<file path="src/rtl/mem_pkg.sv">
`default_nettype none

package mem_pkg;

  localparam int data_width_c       = 32;
  localparam int mask_width_c       = data_width_c / 8;
  localparam int tag_width_c        = 8;
  localparam int addr_field_width_c = 16;
  localparam int pad_width_c        = data_width_c + mask_width_c - tag_width_c;

  typedef enum logic {
    mem_op_read  = 1'b0,
    mem_op_write = 1'b1
  } mem_op_e;

  typedef enum logic {
    mem_status_ok  = 1'b0,
    mem_status_err = 1'b1
  } mem_status_e;

  typedef struct packed {
    logic [data_width_c-1:0] data;
    logic [mask_width_c-1:0] mask;  // One bit per byte lane.
  } wr_payload_t;

  typedef struct packed {
    logic [tag_width_c-1:0] tag;
    logic [pad_width_c-1:0] pad;
  } rd_payload_t;

  // Which view is live depends on the op field of the request.
  typedef union packed {
    wr_payload_t wr;
    rd_payload_t rd;
  } mem_payload_u;

  typedef struct packed {
    mem_op_e                       op;
    logic [addr_field_width_c-1:0] addr;  // Word address.
    mem_payload_u                  payload;
  } mem_req_t;

  typedef struct packed {
    mem_op_e                 op;
    mem_status_e             status;
    logic [tag_width_c-1:0]  tag;   // Zero unless a good read.
    logic [data_width_c-1:0] data;  // Zero unless a good read.
  } mem_resp_t;

endpackage

`default_nettype wire

</file>
<file path="src/rtl/mem_access_stage.sv">
`timescale 1ns/1ps
`default_nettype none

module mem_access_stage #(
  parameter int addr_width_p = 6
) (
  input  logic                             clk_i,
  input  logic                             rst_i,
  input  logic                             stage_valid_i,
  output logic                             stage_ready_o,
  input  mem_pkg::mem_req_t                stage_req_i,
  input  logic                             stage_err_i,
  output logic                             rd_en_o,
  output logic [addr_width_p-1:0]          rd_addr_o,
  output logic                             wr_en_o,
  output logic [addr_width_p-1:0]          wr_addr_o,
  output logic [mem_pkg::data_width_c-1:0] wr_data_o,
  output logic [mem_pkg::mask_width_c-1:0] wr_mask_o,
  input  logic [mem_pkg::data_width_c-1:0] rd_data_i,
  input  logic [1:0]                       free_slots_i,
  output logic                             push_valid_o,
  output mem_pkg::mem_resp_t               push_resp_o
);
  import mem_pkg::*;

  logic                   issue;
  logic                   is_read;
  logic                   hold_valid_q;
  mem_op_e                hold_op_q;
  mem_status_e            hold_status_q;
  logic [tag_width_c-1:0] hold_tag_q;

  // Held item still needs its own slot in the buffer.
  assign stage_ready_o = free_slots_i > {1'b0, hold_valid_q};
  assign issue         = stage_valid_i & stage_ready_o;
  assign is_read       = stage_req_i.op == mem_op_read;

  assign rd_en_o   = issue & is_read & ~stage_err_i;
  assign rd_addr_o = stage_req_i.addr[addr_width_p-1:0];
  assign wr_en_o   = issue & ~is_read & ~stage_err_i;
  assign wr_addr_o = stage_req_i.addr[addr_width_p-1:0];
  assign wr_data_o = stage_req_i.payload.wr.data;
  assign wr_mask_o = stage_req_i.payload.wr.mask;

  always_ff @(posedge clk_i) begin
    if (rst_i) begin
      hold_valid_q <= 1'b0;
    end else begin
      hold_valid_q <= issue;
    end
  end

  // Record of the item whose array access is under way.
  always_ff @(posedge clk_i) begin
    if (issue) begin
      hold_op_q     <= stage_req_i.op;
      hold_status_q <= stage_err_i ? mem_status_err : mem_status_ok;
      hold_tag_q    <= (is_read & ~stage_err_i) ? stage_req_i.payload.rd.tag : '0;
    end
  end

  always_comb begin
    push_resp_o.op     = hold_op_q;
    push_resp_o.status = hold_status_q;
    push_resp_o.tag    = hold_tag_q;
    push_resp_o.data   = '0;
    if (hold_op_q == mem_op_read && hold_status_q == mem_status_ok) begin
      push_resp_o.data = rd_data_i;  // Array output registered last edge.
    end
  end

  assign push_valid_o = hold_valid_q;

endmodule

`default_nettype wire

</file>
<file path="src/rtl/mem_byte_array.sv">
`timescale 1ns/1ps
`default_nettype none

module mem_byte_array #(
  parameter int els_p        = 48,
  parameter int addr_width_p = 6
) (
  input  logic                             clk_i,
  input  logic                             rd_en_i,
  input  logic [addr_width_p-1:0]          rd_addr_i,
  output logic [mem_pkg::data_width_c-1:0] rd_data_o,
  input  logic                             wr_en_i,
  input  logic [addr_width_p-1:0]          wr_addr_i,
  input  logic [mem_pkg::data_width_c-1:0] wr_data_i,
  input  logic [mem_pkg::mask_width_c-1:0] wr_mask_i
);
  import mem_pkg::*;

  logic [data_width_c-1:0] mem_q [els_p];

  // Read data holds when no read is issued.
  always_ff @(posedge clk_i) begin
    if (rd_en_i) begin
      rd_data_o <= mem_q[rd_addr_i];
    end
  end

  always_ff @(posedge clk_i) begin
    for (int b = 0; b < mask_width_c; b++) begin
      if (wr_en_i && wr_mask_i[b]) begin
        mem_q[wr_addr_i][b*8 +: 8] <= wr_data_i[b*8 +: 8];
      end
    end
  end

endmodule

`default_nettype wire

</file>
<file path="src/rtl/mem_endpoint_top.sv">
`timescale 1ns/1ps
`default_nettype none

module mem_endpoint_top #(
  parameter int els_p = 48
) (
  input  logic               clk_i,
  input  logic               rst_i,
  input  logic               req_valid_i,
  output logic               req_ready_o,
  input  mem_pkg::mem_req_t  req_i,
  output logic               resp_valid_o,
  input  logic               resp_ready_i,
  output mem_pkg::mem_resp_t resp_o
);
  import mem_pkg::*;

  localparam int addr_width_p = $clog2(els_p);

  logic                    stage_valid;
  logic                    stage_ready;
  mem_req_t                stage_req;
  logic                    stage_err;
  logic                    rd_en;
  logic [addr_width_p-1:0] rd_addr;
  logic [data_width_c-1:0] rd_data;
  logic                    wr_en;
  logic [addr_width_p-1:0] wr_addr;
  logic [data_width_c-1:0] wr_data;
  logic [mask_width_c-1:0] wr_mask;
  logic [1:0]              free_slots;
  logic                    push_valid;
  mem_resp_t               push_resp;

  mem_req_stage #(
    .els_p(els_p)
  ) u_req_stage (
    .clk_i        (clk_i),
    .rst_i        (rst_i),
    .req_valid_i  (req_valid_i),
    .req_ready_o  (req_ready_o),
    .req_i        (req_i),
    .stage_valid_o(stage_valid),
    .stage_ready_i(stage_ready),
    .stage_req_o  (stage_req),
    .stage_err_o  (stage_err)
  );

  mem_access_stage #(
    .addr_width_p(addr_width_p)
  ) u_access_stage (
    .clk_i        (clk_i),
    .rst_i        (rst_i),
    .stage_valid_i(stage_valid),
    .stage_ready_o(stage_ready),
    .stage_req_i  (stage_req),
    .stage_err_i  (stage_err),
    .rd_en_o      (rd_en),
    .rd_addr_o    (rd_addr),
    .wr_en_o      (wr_en),
    .wr_addr_o    (wr_addr),
    .wr_data_o    (wr_data),
    .wr_mask_o    (wr_mask),
    .rd_data_i    (rd_data),
    .free_slots_i (free_slots),
    .push_valid_o (push_valid),
    .push_resp_o  (push_resp)
  );

  mem_byte_array #(
    .els_p       (els_p),
    .addr_width_p(addr_width_p)
  ) u_byte_array (
    .clk_i    (clk_i),
    .rd_en_i  (rd_en),
    .rd_addr_i(rd_addr),
    .rd_data_o(rd_data),
    .wr_en_i  (wr_en),
    .wr_addr_i(wr_addr),
    .wr_data_i(wr_data),
    .wr_mask_i(wr_mask)
  );

  mem_resp_buffer u_resp_buffer (
    .clk_i       (clk_i),
    .rst_i       (rst_i),
    .push_valid_i(push_valid),
    .push_resp_i (push_resp),
    .free_slots_o(free_slots),
    .resp_valid_o(resp_valid_o),
    .resp_ready_i(resp_ready_i),
    .resp_o      (resp_o)
  );

endmodule

`default_nettype wire

</file>
<file path="src/rtl/mem_req_stage.sv">
`timescale 1ns/1ps
`default_nettype none

module mem_req_stage #(
  parameter int els_p = 48
) (
  input  logic              clk_i,
  input  logic              rst_i,
  input  logic              req_valid_i,
  output logic              req_ready_o,
  input  mem_pkg::mem_req_t req_i,
  output logic              stage_valid_o,
  input  logic              stage_ready_i,
  output mem_pkg::mem_req_t stage_req_o,
  output logic              stage_err_o
);
  import mem_pkg::*;

  logic     init_q;
  logic     full_q;
  logic     err_q;
  logic     accept;
  mem_req_t req_d;
  mem_req_t req_q;

  assign req_ready_o = init_q & (~full_q | stage_ready_i);
  assign accept      = req_valid_i & req_ready_o;

  // Reads carry only a tag, so the rest of the word is cleared.
  always_comb begin
    req_d = req_i;
    if (req_i.op == mem_op_read) begin
      req_d.payload.rd.pad = '0;
    end
  end

  always_ff @(posedge clk_i) begin
    if (rst_i) begin
      init_q <= 1'b0;
      full_q <= 1'b0;
    end else begin
      init_q <= 1'b1;  // Ready one cycle after reset.
      if (accept) begin
        full_q <= 1'b1;
      end else if (stage_ready_i) begin
        full_q <= 1'b0;
      end
    end
  end

  always_ff @(posedge clk_i) begin
    if (accept) begin
      req_q <= req_d;
      err_q <= int'(req_i.addr) >= els_p;  // Range check done once here.
    end
  end

  assign stage_valid_o = full_q;
  assign stage_req_o   = req_q;
  assign stage_err_o   = err_q;

endmodule

`default_nettype wire

</file>
<file path="src/rtl/mem_resp_buffer.sv">
`timescale 1ns/1ps
`default_nettype none

module mem_resp_buffer (
  input  logic               clk_i,
  input  logic               rst_i,
  input  logic               push_valid_i,
  input  mem_pkg::mem_resp_t push_resp_i,
  output logic [1:0]         free_slots_o,
  output logic               resp_valid_o,
  input  logic               resp_ready_i,
  output mem_pkg::mem_resp_t resp_o
);
  import mem_pkg::*;

  mem_resp_t  buf_q [2];
  logic       wr_ptr_q;
  logic       rd_ptr_q;
  logic [1:0] count_q;
  logic       pop;

  assign resp_valid_o = count_q != 2'd0;
  assign resp_o       = buf_q[rd_ptr_q];
  assign pop          = resp_valid_o & resp_ready_i;

  // Slots free at the next edge, so an entry leaving now counts.
  assign free_slots_o = 2'd2 - count_q + {1'b0, pop};

  always_ff @(posedge clk_i) begin
    if (rst_i) begin
      wr_ptr_q <= 1'b0;
      rd_ptr_q <= 1'b0;
      count_q  <= 2'd0;
    end else begin
      if (push_valid_i) begin
        wr_ptr_q <= ~wr_ptr_q;
      end
      if (pop) begin
        rd_ptr_q <= ~rd_ptr_q;
      end
      count_q <= count_q + {1'b0, push_valid_i} - {1'b0, pop};
    end
  end

  // Pushes only land in a free slot, so the head stays put.
  always_ff @(posedge clk_i) begin
    if (push_valid_i) begin
      buf_q[wr_ptr_q] <= push_resp_i;
    end
  end

endmodule

`default_nettype wire

</file>
<file path="config.mk">
export PLATFORM = sky130hd
export DESIGN_NAME = mem_endpoint_top
export DESIGN_NICKNAME = d
export VERILOG_FILES = /design/src/rtl/mem_pkg.sv /design/src/rtl/mem_access_stage.sv /design/src/rtl/mem_byte_array.sv /design/src/rtl/mem_endpoint_top.sv /design/src/rtl/mem_req_stage.sv /design/src/rtl/mem_resp_buffer.sv
export SDC_FILE = /design/constraint.sdc
export NUM_CORES = 2
export LEC_CHECK = 0
export BUFFER_PORTS_ARGS = -buffer_cell sky130_fd_sc_hd__buf_4
export CAP_MARGIN = 0
export CELL_PAD_IN_SITES_DETAIL_PLACEMENT = 0
export CELL_PAD_IN_SITES_GLOBAL_PLACEMENT = 1
export CORE_ASPECT_RATIO = 0.7
export CORE_MARGIN = 8
export CORE_UTILIZATION = 40
export DETAILED_ROUTE_END_ITERATION = 10
export GPL_TIMING_DRIVEN = 0
export PLACE_DENSITY = 0.58
export SLEW_MARGIN = 20
export SYNTH_ARGS = -nofsm -noshare
export SYNTH_HDL_FRONTEND = slang
export SYNTH_SLANG_ARGS = --single-unit
</file>
<file path="constraint.sdc">
create_clock -name clk_i -period 6.8 [get_ports clk_i]
set_input_delay 2.04 -clock clk_i [delete_from_list [all_inputs] [get_ports clk_i]]
set_output_delay 2.04 -clock clk_i [all_outputs]
set_load 0.1 [all_outputs]
</file>
==> run_results.csv <==
group,metric,value,unit
status,status,"finished clean",
clock_tree,cts_sinks,1714,
logic_synthesis,ys_top_cells_by_count,"1706 x edfxtp_1, 303 x a221oi_1, 283 x nor2_1",
grt,grt_pass1_vias,39000,
sta,period_share,84.7,%
critical_path,r2r_end,"u_byte_array.rd_data_o[7]",
clock_tree,htreeDepth,4,
placed_design,dpl_cell_area,0.0715,mm²
pwr,pwr_density_cell,305,mW/mm²
critical_path,r2r-start,"u_req_stage.stage_req_o[41]",
grt,grt_pass1_wl,379,mm
clock_tree,numCtsBuffers,166,
floorplan,die_x,502,µm
detailed_routing,dr.pass1.iters,8,
critical_path,critPathSlowestCell,"ha_1",
critical_path,worstPathCellList,"buf_4 -> nand2_1 -> ha_1 -> inv_1 -> ha_1 -> nor2b_1 -> nor2_1 -> nand2_1 -> and2_1 -> buf_4",
sta,max_slew_margin,6.08,%
floorplan,num_io_pins,101,
sta,setup_viol,0,
final_layout,multi_input_area,0.0135,mm²
critical_path,max_stage_delay,320,ps
logic_synthesis,synth_warnings,0,
floorplan,core_area,0.165,mm²
detailed_routing,wl_per_cell,45.1,µm
clock_tree,cts_tree,"built",
sta,clock_skew,40.4,ps
placed_design,globalplace.congestion,1.01,
pwr,ir_worst_vdd,0.226,mV
logic_synthesis,async_reset_ff_share,0,%
logic_synthesis,synth.distinct_cells,67,
logic_synthesis,synth.avg_cell_area,17.4,µm²
logic_synthesis,synth_cells,3801,
final_layout,syn_to_final_growth,16.1,%
placed_design,hpwlAfterDp,208,mm
sta,hold_viol,0,
clock_tree,ctsLongestPathBuffers,3,
logic_synthesis,ys.flop_type,"edfxtp_1",
critical_path,reg2reg_depth,7,
sta,period_needed,5760,ps
sta,slew_viol_final,0,
final_layout,layout-drive-gt1-share,20.8,%
critical_path,cp.arrival,3720,ps
grt,grt_max_degree,28,
floorplan,die_h,356,µm
floorplan,die_area,0.179,mm²
logic_synthesis,yosysMostFrequentCell,"edfxtp_1",
clock_tree,root_buffer,"clkbuf_16",
sta,fmax,0.174,GHz
clock_tree,hold_buffers,0,
floorplan,rows,125,
logic_synthesis,netlist_area,0.0662,mm²
sta,hold_slack,446,ps
detailed_routing,via_per_inst,6.60,
critical_path,worst-r2r-setup-slack,1670,ps
clock_tree,cts.clk_slew.worst_paths,60,ps
grt,antenna_found_initial,35,
placed_design,port_buffers,99,
critical_path,startpoint,"resp_ready_i",
final_layout,final_area,0.0768,mm²
clock_tree,post_cts_buffers,0,
grt,overflow,0,
detailed_routing,routed-via-count,43200,
critical_path,cp_data_required_time,4760,ps
critical_path,crit_end,"req_ready_o",
final_layout,ff_latch_area,0.0514,mm²
grt,grt_use_total,32.1,%
sta,rsz0062_at_grt,"no",
detailed_routing,drtAntennaViolNets,0,
detailed_routing,drtIter0Drc,8518,
sta,tightest_slew,1400,ps
detailed_routing,drc,0,
critical_path,endpoint_kind,"primary output",
critical_path,critPathKind,"input port to primary output",
logic_synthesis,synth_top_area_cell,"edfxtp_1",
worst_hold_path,holdCritStartpoint,"u_access_stage.hold_tag_q[0]",
final_layout,final_nets,4228,
final_layout,post-route-util,46.5,%
logic_synthesis,yosysSeqAreaShare,77.6,%
detailed_routing,drt-total-wl,296,mm
logic_synthesis,synth_top_cell_area_share,77.4,%
pwr,p_leak,24.4,nW
worst_hold_path,hold_depth,0,
clock_tree,clk_latency,840,ps
floorplan,initial_core_util,40.1,%
logic_synthesis,synth_area_leaders,"edfxtp_1 77%, a221oi_1 4.0%, mux2_2 2.3%",
logic_synthesis,ys_ff_latch,1714,
critical_path,start_kind,"input port",
flow_run,maxCapViolations,0,
critical_path,path_max_fanout,3,
clock_tree,ctsResizeCount,0,
final_layout,fillCellCount,14300,
logic_synthesis,synth-edff-count,1706,
worst_hold_path,min_path_type,"flip-flop to flip-flop",
logic_synthesis,synthesis.nets,3862,
## metrics by stage
stage | setup slack, ps | power (W) | setup TNS [ps] | cells
3_3_place_gp | -901 | 0.0143 | -98040 | 6122
2_1_floorplan | 999 | 0.0132 | 0 | 3801
3_5_place_dp | 1010 | 0.0144 | 0 | 6217
5_1_grt | 859 | 0.0238 | 0 | 6532
4_1_cts | 1010 | 0.0233 | 0 | 6518
6_report | 1040 | 0.0235 | 0 | 6554
## cell type report
class	count	share of cell area, %
diodes	32	0.104
multi-input cells	1797	17.5
inverters	10	0.0488
flip-flops and latches	1714	66.9
clock inverters	92	0.961
plain buffers	280	2.03
repair buffers	198	3.02
clock buffers	209	5.79
well taps	2222	3.62
## layer usage
| layer | vias up | share of wire, % | track usage (%) |
|---|---|---|---|
| met1 | 22500 | 40 | 45.1 |
| met2 | 3837 | 39 | 42.6 |
| met5 | - | 0.19 | 1.92 |
| met4 | 14 | 4.5 | 12.6 |
| met3 | 565 | 17 | 15.1 |
| li1 | 16300 | - | - |
## where the power goes
part	leakage [nW]	total [W]	internal (W)	switching, W
Clock	2.53	0.00918	0.00502	0.00416
Sequential	15.5	0.0117	0.0117	0.0000617
Combinational	6.43	0.00254	0.000604	0.00194
Total	24.4	0.0235	0.0173	0.00616
## flip-flops by register name, summed over array words and instances, names as in the netlist, named ones only
signal / count
u_req_stage.stage_err_o: 1
u_resp_buffer.rd_ptr_q: 1
u_resp_buffer.wr_ptr_q: 1
u_resp_buffer.count_q: 2
u_byte_array.rd_data_o: 32
u_access_stage.hold_op_q: 1
u_access_stage.push_valid_o: 1
u_resp_buffer.buf_q: 84
u_req_stage.stage_valid_o: 1
u_req_stage.stage_req_o: 43
u_access_stage.hold_status_q: 1
u_req_stage.init_q: 1
u_access_stage.hold_tag_q: 8
u_byte_array.mem_q: 1536
## worst min-delay path by stage
stage                                      end  slack [ps]
floorplan           u_resp_buffer.buf_q[0][32]         420
CTS                 u_resp_buffer.buf_q[0][32]         450
detailed placement  u_resp_buffer.buf_q[1][32]         430
finish              u_resp_buffer.buf_q[0][32]         450
global placement    u_resp_buffer.buf_q[0][32]         430
global route        u_resp_buffer.buf_q[0][32]         450
## placed cells by master (no fill, tap or decap), drive strengths merged, types with 13 or more instances in the layout
cell type / instances
edfxtp: 1706
buf: 376
clkbuf: 311
a221oi: 305
nor2: 285
a22oi: 158
mux2i: 148
nand2: 137
mux2: 137
o21ai: 94
and2: 75
clkinv: 70
a21oi: 68
o22ai: 55
mux4: 36
diode: 32
o22a: 30
o221ai: 29
o211ai: 28
nand2b: 26
inv: 17
a22o: 15
nor3b: 15
nand4: 14
o2bb2ai: 14
and3: 13
## kinds of logic after synthesis
family                     after synthesis  synth area share (%)
buffers and inverters                  290                  2.32
and+or+nand+nor                        605                  4.20
DFF                                   1714                  77.6
muxes                                  321                  5.80
AOI/OAI and AO/OA                      862                  9.93
adders and majority gates                4                0.0756
xor gates and xnor gates                 5                0.0661
## critical path, delay by kind of cell
kind          cells  cell delay, ps
simple gates      5             740
buf+inv           3             340
fa+ha+maj         2             590
(Power assumes the default switching activity.)
